--- src/source/analog_defs.svh ---
`ifndef ANALOG_DEFS_SVH
`define ANALOG_DEFS_SVH

//////////////////////////////////////////////////////////////////////
// data path dimensions
//////////////////////////////////////////////////////////////////////

// number of analog channels, ADC and DAC alike
`define ANALOG_CHN      2
// raw converter word, taken from ADC pins 15..2
`define ANALOG_RAW_W    14
// signed sample width
`define ANALOG_SMP_W    14
// signed gain, 14 fraction bits
`define ANALOG_MUL_W    16
// gain of 1.0
`define ANALOG_UNITY    16'sd16384

//////////////////////////////////////////////////////////////////////
// register map
//////////////////////////////////////////////////////////////////////

`define ANALOG_REG_AW   3
// loopback control bits
`define ANALOG_ADDR_CTRL 3'd0
// ADC calibration per channel
`define ANALOG_ADDR_ADC0 3'd1
`define ANALOG_ADDR_ADC1 3'd2
// DAC calibration per channel
`define ANALOG_ADDR_DAC0 3'd3
`define ANALOG_ADDR_DAC1 3'd4

`endif

--- src/source/sample_pkg.sv ---
`include "analog_defs.svh"

package sample_pkg;

  //////////////////////////////////////////////////////////////////////
  // samples and calibration
  //////////////////////////////////////////////////////////////////////

  // one signed sample, two's complement
  typedef logic signed [`ANALOG_SMP_W-1:0] sample_t;

  // gain and offset for one channel
  typedef struct packed {
    // gain, 1.0 is ANALOG_UNITY
    logic signed [`ANALOG_MUL_W-1:0] mul;
    // offset, added after scaling
    sample_t                         sum;
  } calib_t;

  // one pair per channel
  typedef calib_t [`ANALOG_CHN-1:0] calib_set_t;

  //////////////////////////////////////////////////////////////////////
  // sample stream between modules
  //////////////////////////////////////////////////////////////////////

  // data only meaningful while vld is high, no back-pressure
  typedef struct packed {
    logic                       vld;
    sample_t [`ANALOG_CHN-1:0]  smp;
  } smp_bus_t;

endpackage

--- src/source/regs_pkg.sv ---
`include "analog_defs.svh"

package regs_pkg;

  //////////////////////////////////////////////////////////////////////
  // register access
  //////////////////////////////////////////////////////////////////////

  // single cycle write strobe, read is combinational on addr
  typedef struct packed {
    logic                      wr;
    logic [`ANALOG_REG_AW-1:0] addr;
    logic [31:0]               wdata;
  } reg_req_t;

  //////////////////////////////////////////////////////////////////////
  // register word views
  //////////////////////////////////////////////////////////////////////

  // calibration word: gain on top, offset at the bottom
  typedef struct packed {
    logic [`ANALOG_MUL_W-1:0]                   mul;
    logic [32-`ANALOG_MUL_W-`ANALOG_SMP_W-1:0]  rsv;
    logic [`ANALOG_SMP_W-1:0]                   sum;
  } calib_word_t;

  // control word: loopback enables in the low bits
  typedef struct packed {
    logic [32-`ANALOG_CHN-1:0] rsv;
    logic [`ANALOG_CHN-1:0]    loop;
  } ctrl_word_t;

  // same 32 bits, view picked by address
  typedef union packed {
    calib_word_t calib;
    ctrl_word_t  ctrl;
  } reg_word_u;

endpackage

--- src/source/calib_regs.sv ---
`timescale 1ns/1ns
`include "analog_defs.svh"

module calib_regs (
  input  logic                   adc_clk,
  input  logic                   top_rst,
  input  regs_pkg::reg_req_t     req_i,
  output logic [31:0]            rdata_o,
  output logic [`ANALOG_CHN-1:0] loop_o,
  output sample_pkg::calib_set_t adc_cal_o,
  output sample_pkg::calib_set_t dac_cal_o
);

  localparam int unsigned CHN = `ANALOG_CHN;

  // unity gain, no offset
  localparam sample_pkg::calib_t CAL_RST = '{mul: `ANALOG_UNITY, sum: '0};

  // write data seen through the union
  regs_pkg::reg_word_u wr_word;
  // calibration pair taken from the calib view
  sample_pkg::calib_t  wr_cal;
  // readback word, rebuilt per address
  regs_pkg::reg_word_u rd_word;

  // pack one calibration pair into a bus word, reserved bits zero
  function automatic regs_pkg::reg_word_u calib_word(input sample_pkg::calib_t cal);
    regs_pkg::reg_word_u w;
    w           = '0;
    w.calib.mul = cal.mul;
    w.calib.sum = cal.sum;
    return w;
  endfunction

  //////////////////////////////////////////////////////////////////////
  // write side
  //////////////////////////////////////////////////////////////////////

  assign wr_word = req_i.wdata;
  assign wr_cal  = '{mul: wr_word.calib.mul, sum: wr_word.calib.sum};

  always_ff @(posedge adc_clk or posedge top_rst) begin
    if (top_rst) begin
      loop_o    <= '0;
      adc_cal_o <= {CHN{CAL_RST}};
      dac_cal_o <= {CHN{CAL_RST}};
    end else if (req_i.wr) begin
      // unknown addresses drop the write
      case (req_i.addr)
        `ANALOG_ADDR_CTRL: loop_o       <= wr_word.ctrl.loop;
        `ANALOG_ADDR_ADC0: adc_cal_o[0] <= wr_cal;
        `ANALOG_ADDR_ADC1: adc_cal_o[1] <= wr_cal;
        `ANALOG_ADDR_DAC0: dac_cal_o[0] <= wr_cal;
        `ANALOG_ADDR_DAC1: dac_cal_o[1] <= wr_cal;
        default: ;
      endcase
    end
  end

  //////////////////////////////////////////////////////////////////////
  // readback
  //////////////////////////////////////////////////////////////////////

  // follows addr directly, unknown addresses read zero
  always_comb begin
    rd_word = '0;
    case (req_i.addr)
      `ANALOG_ADDR_CTRL: rd_word.ctrl.loop = loop_o;
      `ANALOG_ADDR_ADC0: rd_word = calib_word(adc_cal_o[0]);
      `ANALOG_ADDR_ADC1: rd_word = calib_word(adc_cal_o[1]);
      `ANALOG_ADDR_DAC0: rd_word = calib_word(dac_cal_o[0]);
      `ANALOG_ADDR_DAC1: rd_word = calib_word(dac_cal_o[1]);
      default: ;
    endcase
  end

  assign rdata_o = rd_word;

endmodule

--- src/source/linear_calib.sv ---
`timescale 1ns/1ns
`include "analog_defs.svh"

module linear_calib (
  input  logic                   adc_clk,
  input  logic                   top_rst,
  input  sample_pkg::smp_bus_t   sti_i,
  input  sample_pkg::calib_set_t cfg_i,
  output sample_pkg::smp_bus_t   sto_o
);

  localparam int unsigned CHN   = `ANALOG_CHN;
  localparam int unsigned SMP_W = `ANALOG_SMP_W;
  // full product width
  localparam int unsigned PRD_W = `ANALOG_SMP_W + `ANALOG_MUL_W;
  // fraction bits of the gain
  localparam int unsigned FRC_W = $clog2(`ANALOG_UNITY);
  // sample range limits
  localparam logic signed [PRD_W-1:0] SAT_HI = PRD_W'(2**(SMP_W-1) - 1);
  localparam logic signed [PRD_W-1:0] SAT_LO = ~SAT_HI;

  // valid per stage
  logic [1:0]                    vld_r;
  // stage 1: product and its offset
  logic signed [PRD_W-1:0]       prd_r [CHN];
  sample_pkg::sample_t [CHN-1:0] sum_r;
  // scaled plus offset, before clipping
  logic signed [PRD_W-1:0]       acc   [CHN];
  // stage 2 result
  sample_pkg::sample_t [CHN-1:0] res_r;

  // clip to sample range
  function automatic sample_pkg::sample_t sat(input logic signed [PRD_W-1:0] val);
    if (val > SAT_HI) begin
      return SAT_HI[SMP_W-1:0];
    end else if (val < SAT_LO) begin
      return SAT_LO[SMP_W-1:0];
    end
    return val[SMP_W-1:0];
  endfunction

  //////////////////////////////////////////////////////////////////////
  // valid pipeline
  //////////////////////////////////////////////////////////////////////

  always_ff @(posedge adc_clk or posedge top_rst) begin
    if (top_rst) begin
      vld_r <= '0;
    end else begin
      vld_r <= {vld_r[0], sti_i.vld};
    end
  end

  //////////////////////////////////////////////////////////////////////
  // stage 1: multiply
  //////////////////////////////////////////////////////////////////////

  // offset travels with its product, config stays coherent per item
  always_ff @(posedge adc_clk) begin
    if (sti_i.vld) begin
      for (int i = 0; i < CHN; i++) begin
        prd_r[i] <= PRD_W'($signed(sti_i.smp[i])) * PRD_W'($signed(cfg_i[i].mul));
        sum_r[i] <= cfg_i[i].sum;
      end
    end
  end

  //////////////////////////////////////////////////////////////////////
  // stage 2: scale, offset, saturate
  //////////////////////////////////////////////////////////////////////

  always_comb begin
    for (int i = 0; i < CHN; i++) begin
      // drop fraction bits, sign kept
      acc[i] = (prd_r[i] >>> FRC_W) + PRD_W'($signed(sum_r[i]));
    end
  end

  always_ff @(posedge adc_clk) begin
    if (vld_r[0]) begin
      for (int i = 0; i < CHN; i++) begin
        res_r[i] <= sat(acc[i]);
      end
    end
  end

  assign sto_o = '{vld: vld_r[1], smp: res_r};

endmodule

--- src/source/adc_frontend.sv ---
`timescale 1ns/1ns
`include "analog_defs.svh"

module adc_frontend (
  input  logic                                       adc_clk,
  input  logic                                       top_rst,
  input  logic [`ANALOG_CHN-1:0][`ANALOG_RAW_W-1:0]  adc_raw_i,
  input  logic                                       adc_vld_i,
  input  logic [`ANALOG_CHN-1:0]                     loop_i,
  input  sample_pkg::smp_bus_t                       lpb_i,
  output sample_pkg::smp_bus_t                       sto_o
);

  localparam int unsigned CHN   = `ANALOG_CHN;
  localparam int unsigned RAW_W = `ANALOG_RAW_W;
  localparam int unsigned SMP_W = `ANALOG_SMP_W;

  // selected source per channel
  logic [CHN-1:0]                src_vld;
  sample_pkg::sample_t [CHN-1:0] src_smp;
  // output register
  logic                          vld_r;
  sample_pkg::sample_t [CHN-1:0] smp_r;

  // converter format: keep msb, invert the rest
  function automatic sample_pkg::sample_t raw2smp(input logic [RAW_W-1:0] raw);
    return {raw[RAW_W-1], ~raw[RAW_W-2 -: SMP_W-1]};
  endfunction

  //////////////////////////////////////////////////////////////////////
  // loopback select
  //////////////////////////////////////////////////////////////////////

  always_comb begin
    for (int i = 0; i < CHN; i++) begin
      // looped channel follows the DAC stream strobe
      src_vld[i] = loop_i[i] ? lpb_i.vld    : adc_vld_i;
      src_smp[i] = loop_i[i] ? lpb_i.smp[i] : raw2smp(adc_raw_i[i]);
    end
  end

  //////////////////////////////////////////////////////////////////////
  // output register
  //////////////////////////////////////////////////////////////////////

  // any channel with fresh data raises the stream valid
  always_ff @(posedge adc_clk or posedge top_rst) begin
    if (top_rst) begin
      vld_r <= 1'b0;
    end else begin
      vld_r <= |src_vld;
    end
  end

  // channel without fresh data keeps its last sample
  always_ff @(posedge adc_clk) begin
    for (int i = 0; i < CHN; i++) begin
      if (src_vld[i]) begin
        smp_r[i] <= src_smp[i];
      end
    end
  end

  assign sto_o = '{vld: vld_r, smp: smp_r};

endmodule

--- src/source/dac_backend.sv ---
`timescale 1ns/1ns
`include "analog_defs.svh"

module dac_backend (
  input  logic                                      adc_clk,
  input  logic                                      top_rst,
  input  sample_pkg::smp_bus_t                      sti_i,
  output logic [`ANALOG_CHN-1:0][`ANALOG_SMP_W-1:0] dac_dat_o,
  output logic                                      dac_vld_o
);

  localparam int unsigned CHN   = `ANALOG_CHN;
  localparam int unsigned SMP_W = `ANALOG_SMP_W;

  // zero sample, mid-scale on the DAC
  localparam sample_pkg::sample_t SMP_ZERO = '0;

  // DAC code is offset binary with inverted slope
  // msb stays, lower bits flip
  function automatic logic [SMP_W-1:0] dac_code(input sample_pkg::sample_t smp);
    return {smp[SMP_W-1], ~smp[SMP_W-2:0]};
  endfunction

  //////////////////////////////////////////////////////////////////////
  // output register
  //////////////////////////////////////////////////////////////////////

  always_ff @(posedge adc_clk or posedge top_rst) begin
    if (top_rst) begin
      dac_vld_o <= 1'b0;
      // idle at mid-scale until first sample
      dac_dat_o <= {CHN{dac_code(SMP_ZERO)}};
    end else begin
      dac_vld_o <= sti_i.vld;
      // between strobes the last code is held
      if (sti_i.vld) begin
        for (int i = 0; i < CHN; i++) begin
          dac_dat_o[i] <= dac_code(sti_i.smp[i]);
        end
      end
    end
  end

endmodule

--- src/source/analog_top.sv ---
`timescale 1ns/1ns
`include "analog_defs.svh"

module analog_top (
  input  logic                                      adc_clk,
  input  logic                                      top_rst,
  // ADC pins, one raw word per channel
  input  logic [`ANALOG_CHN-1:0][`ANALOG_RAW_W-1:0] adc_raw_i,
  input  logic                                      adc_vld_i,
  // generator samples
  input  sample_pkg::smp_bus_t                      gen_i,
  // register access
  input  regs_pkg::reg_req_t                        reg_req_i,
  output logic [31:0]                               reg_rdata_o,
  // calibrated acquisition stream
  output sample_pkg::smp_bus_t                      adc_o,
  // DAC pins
  output logic [`ANALOG_CHN-1:0][`ANALOG_SMP_W-1:0] dac_dat_o,
  output logic                                      dac_vld_o
);

  //////////////////////////////////////////////////////////////////////
  // local signals
  //////////////////////////////////////////////////////////////////////

  // loopback enables
  logic [`ANALOG_CHN-1:0] loop;
  // calibration sets
  sample_pkg::calib_set_t adc_cfg;
  sample_pkg::calib_set_t dac_cfg;
  // front end to ADC calibration
  sample_pkg::smp_bus_t   adc_smp;
  // calibrated DAC stream, also the loopback source
  sample_pkg::smp_bus_t   dac_cal;

  //////////////////////////////////////////////////////////////////////
  // configuration registers
  //////////////////////////////////////////////////////////////////////

  calib_regs u_regs (
    .adc_clk   (adc_clk),
    .top_rst   (top_rst),
    .req_i     (reg_req_i),
    .rdata_o   (reg_rdata_o),
    .loop_o    (loop),
    .adc_cal_o (adc_cfg),
    .dac_cal_o (dac_cfg)
  );

  //////////////////////////////////////////////////////////////////////
  // acquisition path, 3 cycles
  //////////////////////////////////////////////////////////////////////

  adc_frontend u_adc_fe (
    .adc_clk   (adc_clk),
    .top_rst   (top_rst),
    .adc_raw_i (adc_raw_i),
    .adc_vld_i (adc_vld_i),
    .loop_i    (loop),
    .lpb_i     (dac_cal),
    .sto_o     (adc_smp)
  );

  linear_calib u_adc_cal (
    .adc_clk (adc_clk),
    .top_rst (top_rst),
    .sti_i   (adc_smp),
    .cfg_i   (adc_cfg),
    .sto_o   (adc_o)
  );

  //////////////////////////////////////////////////////////////////////
  // generation path, 3 cycles
  //////////////////////////////////////////////////////////////////////

  linear_calib u_dac_cal (
    .adc_clk (adc_clk),
    .top_rst (top_rst),
    .sti_i   (gen_i),
    .cfg_i   (dac_cfg),
    .sto_o   (dac_cal)
  );

  dac_backend u_dac_be (
    .adc_clk   (adc_clk),
    .top_rst   (top_rst),
    .sti_i     (dac_cal),
    .dac_dat_o (dac_dat_o),
    .dac_vld_o (dac_vld_o)
  );

endmodule

--- config.mk ---
export PLATFORM = sky130hd
export DESIGN_NAME = analog_top
export DESIGN_NICKNAME = d
export VERILOG_FILES = /design/src/source/sample_pkg.sv /design/src/source/regs_pkg.sv /design/src/source/calib_regs.sv /design/src/source/linear_calib.sv /design/src/source/adc_frontend.sv /design/src/source/dac_backend.sv /design/src/source/analog_top.sv
export VERILOG_INCLUDE_DIRS = /design/src /design/src/source
export SDC_FILE = /design/constraint.sdc
export NUM_CORES = 2
export LEC_CHECK = 0
export BUFFER_PORTS_ARGS = -buffer_cell sky130_fd_sc_hd__buf_4
export CAP_MARGIN = 20
export CORE_MARGIN = 2
export CORE_UTILIZATION = 45
export DETAILED_ROUTE_END_ITERATION = 10
export MAX_ROUTING_LAYER = met4
export REMOVE_ABC_BUFFERS = 1
export SLEW_MARGIN = 0
export SYNTH_ARGS = -nofsm -noshare
export SYNTH_HDL_FRONTEND = slang
export SYNTH_HIERARCHICAL = 1
export SYNTH_SLANG_ARGS = --single-unit
--- constraint.sdc ---
create_clock -name adc_clk -period 20.2 [get_ports adc_clk]
set_clock_uncertainty 0.15 [all_clocks]
set_input_delay 1.01 -clock adc_clk [delete_from_list [all_inputs] [get_ports adc_clk]]
set_output_delay 1.01 -clock adc_clk [all_outputs]
set_load 0.005 [all_outputs]
== Yosys cells after proc, flatten, opt, wreduce, memory -nomap -nowiden ==
Memory sizes are Yosys's and may differ from the RTL's.
Index checks and enable logic that the tools add are counted.
Storage, ports and cells
  flip-flop bits (word level): 296
  bits in latches: 0
  bits in writable memories: 120
  bits in read-only memories: 0
  input bits: 96
  output and inout bits: 90
  memories kept: 2
Operators by class
  add/subtract/negate cells: 4
  multipliers: 4
  div/mod/pow operators: 0
  $lt $le $gt $ge: 8
  equality and inequality tests: 4
  shift-type cells: 0
  multiplexer cells: 34
  bitwise operators: 4
  reduce and logical (&&, ||, !) cells: 7
Memories
  u_adc_cal.prd_r: words 2, width 30, rd ports 2, clocked after memory_dff 0, write ports 2, RTL line linear_calib.sv:25  | logic signed [PRD_W-1:0] prd_r [CHN];
  u_dac_cal.prd_r: words 2, width 30, rd ports 2, clocked after memory_dff 0, write ports 2, RTL line linear_calib.sv:25
Operators with widths (count)
  14-bit two-way mux: 14
  30-bit by 14-bit > comparator with 1-bit output, second input constant: 4
  30-bit by 14-bit less-than comparator with 1-bit output, second input constant: 4
  14-bit by 16-bit multiplier with 30-bit output: 4
  30-bit one-hot mux with 4 select lines: 1
  16-bit by 14-bit adder with 17-bit output: 4
  13-bit inverter: 4
  1-bit two-way mux: 18
  2-bit one-hot mux with 5 select lines: 1
  2-bit AND reduction: 5
  3-bit by 2-bit == test with 1-bit output, second input constant: 2
  3-bit by 1-bit == test with 1-bit output, second input constant: 1
  3-bit == test, second input constant: 1
  3-bit logical NOT: 1
  2-bit OR reduction: 1

== Depth between registers and ports, before layout ==
  word-level depth: 6
  depth in mapped cells: 24
  gate-level depth less buffers: 23

== By module ==
The synthesis kept the hierarchy.
Modules (own cells, without submodules)
  linear_calib at u_dac_cal: instances 1, cells each 2061, area each 20447.1 um2, seq. area each 2692.6 um2
  linear_calib at u_adc_cal: instances 1, cells each 2058, area each 20349.5 um2, seq. area each 2692.6 um2
  calib_regs: instances 1, cells each 382, area each 5619.1 um2, seq. area each 3057.9 um2
  adc_frontend: instances 1, cells each 96, area each 1243.7 um2, seq. area each 865.8 um2
  dac_backend: instances 1, cells each 89, area each 1117.3 um2, seq. area each 758.2 um2

== Least setup slack after synthesis ==
No wires, ideal clock.
  path kind: input -> register
  start: input gen_i[16] in the netlist's numbering
  end: memory u_dac_cal/prd_r[0][53] in the netlist's numbering, data pin
  library setup time: 0.254 ns
  arrival time: 6.533 ns
  path slack: 13.263 ns
  stages: 24
  path buffers: 1
  cells stage by stage: clkbuf_1 > and2_1 > fa_1 > inv_1 > fa_1 > inv_1 > fa_1 > inv_1 > fa_1 > inv_1 > fa_1 > inv_1 > fa_1 > inv_1 > ha_1 > a21o_1 > a21o_1 > a21o_1 > a221o_1 > a41oi_1 > o21ai_1 > o21ai_0 > a21oi_1 > o21a_1
RTL lines
  from (decl): RTL line analog_top.sv:11  | input sample_pkg::smp_bus_t gen_i,
  to (decl): RTL line linear_calib.sv:25

==> metrics <==
initial antenna violation count 11; first drt pass iteration count 5; Die Y 333 um; CTS Sinks 360; most frequent CP cell fa_1; Post-CTS Setup Repair Bufs 0; Worst Hold Margin 0.166 ns; CTS Buf Count 40; worst-path fanout max 13; endpoint arrival time on the critical path 7.70 ns; M1 GR Usage 0.335; grt met2 use 0.368; Max-Cap Viols 0; cell breakdown of the critical path inv_1 > fa_1 > fa_1 > inv_1 > fa_1 > fa_1 > fa_1 > inv_1 > fa_1 > inv_1 > ha_1 > a21oi_1 > nor2b_1 > o31ai_1 > a311oi_1 > a21oi_1 > a21oi_1 > a211o_1 > a21oi_1 > xnor2_1; register-to-register path setup slack 12.72 ns; cell family with most CP delay adder cells; DRC Markers 0; WL/cell 20.1 um; vias in the first global route 34000; clock-pin transition on the worst setup and hold timing paths 0.06 ns; Synth async-reset ratio 0.433; final number of max-transition violations 0; Post-Syn Area per Cell 10.4 um^2; Synth Cell Area 48800 um^2; final non-filler cell total 6219; CTS tree yes; Tmin final 7.48 ns; f_max 134 MHz; grt ovf 0; crit start category register; status completed; class of the most critical hold timing path primary input to async pin; CP Capture Type register; RSZ-0062 raised after global routing no; drt total wl 125 mm; Post-Synthesis Cells 4686; hold buffers post-CTS 0; Final setup viols 0; worst slew pin tran 1.04 ns; met3 usage 0.0344; Post-synth EDFFs 204; GPL Wtd Cong 0.885; final hold violation count 0; Rows 120; H-tree depth 2; Final Net Count 6081; Placed Instances 6131; Via Count 31900; worst rel slew slack 0.302; Final Cycle Share 0.370; First DRT Iteration DRCs 1804; max incr delay on CP 0.58 ns; layout cells sized above 1 0.103; DP Wirelength 98.9 mm; Total GRT Usage 0.238; FF+latch count, synth 360; core area 107000 um^2; I/O pin count 186; area grow syn2layout 8.17%; post-synthesis sequential area ratio 0.206; predominant post-synthesis flop cell edfxtp_1; library cells used by synthesis 92; CP max-delay cell o31ai_1; # resized after CTS 0; global-route wire length before repair 198 mm; crit path kind register to register; vias per cell 5.14; Max clock buf depth 3; Worst Path Required 20.42 ns; Initial Util 0.454; CTS root buf clkbuf_16; CP Buf/Inv Count 4; setup_tns 0 ns; busiest grt layer met2; antenna-violating nets left 0; IO buf count 181; yosys warns 6; die area 111000 um^2; largest net degree at the start of global routing 63; Skew-Pair Late Insertion Delay 0.61 ns; Die X 333 um
[per-stage QoR]
step                cell area [um^2]  worst slack (ns)  utilization
floorplan                      47900             13.43            -
global placement               51300             12.64        0.478
detailed placement             51300             12.57        0.478
CTS                            52700             12.73        0.491
global route                   52800             12.36        0.491
finish                         52800             12.72        0.491
[sequential cells by signal, indices dropped and copies added (netlist names), 28 cells and up]
register	count
u_dac_be/dac_dat_o	28
u_regs/dac_cal_o	60
u_dac_cal/sum_r	28
u_dac_cal/sto_o	28
u_adc_cal/sum_r	28
u_adc_cal/sto_o	28
u_adc_fe/sto_o	28
u_adc_cal/prd_r	32
u_dac_cal/prd_r	32
u_regs/adc_cal_o	60
[worst register-to-register path: cells and delay by family (launching register included)]
family                   cells  cell delay, ns
flip-flops                   1            0.55
AND/OR/NAND/NOR              1            0.06
AO/OA/AOI/OAI                7            2.24
XOR/XNOR                     1            0.24
adder cells (fa/ha/maj)      7            3.35
buffers and inverters        4            0.69
[metal layers]
layer	vias to the layer above	part of all wire
li1	14600	-
met1	16400	0.46
met2	829	0.46
met3	118	0.060
met4	0	0.020
met5	-	0
[synthesized netlist by cell type (29+ instances only)]
| cell | count | area, um^2 |
|---|---|---|
| inv_1 | 1021 | 3830 |
| nand2_1 | 424 | 1590 |
| mux2_4 | 34 | 510 |
| fa_1 | 876 | 17500 |
| xnor2_1 | 109 | 955 |
| and2_1 | 466 | 2920 |
| dfstp_2 | 30 | 788 |
| o21ai_0 | 78 | 390 |
| a21oi_1 | 94 | 470 |
| clkbuf_1 | 121 | 454 |
| nand2b_1 | 34 | 213 |
| nor2_1 | 116 | 435 |
| a22oi_1 | 29 | 218 |
| a21o_1 | 80 | 601 |
| xor2_1 | 43 | 377 |
| o22ai_1 | 30 | 188 |
| mux2i_1 | 41 | 410 |
| ha_1 | 336 | 4200 |
| dfrtp_1 | 126 | 3150 |
| mux2_2 | 93 | 1050 |
| edfxtp_1 | 204 | 6130 |
[path summary, 6_finish.rpt]
check | endpoint | depth (start not counted) | start
max | u_adc_cal/prd_r[0][59] | 20 | u_adc_fe/sto_o[27]
min | u_adc_fe/vld_r | 2 | top_rst
max reg2reg | u_adc_cal/prd_r[0][59] | 20 | u_adc_fe/sto_o[27]
min reg2reg | u_dac_be/dac_dat_o[8] | 1 | u_dac_cal/sto_o[8]
max in group asynchronous | u_regs/adc_cal_o[57] | 3 | top_rst
min in group adc_clk | u_dac_be/dac_dat_o[8] | 1 | u_dac_cal/sto_o[8]
[layout by cell type, fill, tap and decap left out, types with 6 or more instances in the layout]
| cell | netlist | final |
|---|---|---|
| clkinv_2 | 0 | 7 |
| a21o_1 | 80 | 80 |
| a22oi_1 | 29 | 29 |
| dfstp_2 | 30 | 30 |
| nor3_1 | 14 | 14 |
| nor2_1 | 116 | 116 |
| mux2_4 | 34 | 34 |
| nand2b_1 | 34 | 34 |
| o21ai_0 | 78 | 78 |
| o21ai_1 | 10 | 10 |
| fa_1 | 876 | 876 |
| and2_1 | 466 | 466 |
| a21oi_1 | 94 | 94 |
| nor2b_1 | 17 | 17 |
| inv_1 | 1021 | 1019 |
| edfxtp_1 | 204 | 204 |
| nand4_1 | 7 | 7 |
| o21ai_2 | 10 | 10 |
| a211oi_1 | 12 | 12 |
| diode_2 | 0 | 11 |
| dfrtp_1 | 126 | 124 |
| buf_4 | 13 | 212 |
| xnor2_1 | 109 | 109 |
| nand2_1 | 424 | 424 |
| and3_1 | 6 | 6 |
| clkbuf_16 | 0 | 44 |
| o211ai_1 | 8 | 8 |
| or3_1 | 9 | 9 |
| mux2i_1 | 41 | 41 |
| mux2_2 | 93 | 93 |
| xor2_1 | 43 | 43 |
| nand3_1 | 21 | 21 |
| a31oi_1 | 8 | 8 |
| ha_1 | 336 | 336 |
| o21bai_1 | 17 | 17 |
| o21a_1 | 17 | 17 |
| o22ai_1 | 30 | 30 |
[cell type report]
type / instances / area [um^2]
fillers: 9883 / 54600
multi-input cells: 3132 / 34000
flip-flops and latches: 360 / 10100
inverters: 1021 / 3840
well taps: 1403 / 1760
repair buffers: 218 / 1660
clock buffers: 52 / 1160
clock inverters: 22 / 230
diodes: 11 / 27.5
[kinds of logic (layout without fill, tap and decap cells)]
family                   Yosys count  after routing  synth area share
other                              1             13         0.0000769
XOR/XNOR                         152            152            0.0273
adder cells (fa/ha/maj)         1212           1212             0.446
buffers and inverters           1195           1313            0.0963
AO/OA/AOI/OAI                    449            449            0.0632
AND/OR/NAND/NOR                 1147           1147             0.120
multiplexers                     170            170            0.0408
flip-flops                       360            360             0.206
Power is left out: the tool's default activity adds up to more than one toggle a clock period on the data nets, which glitch-free logic cannot reach.
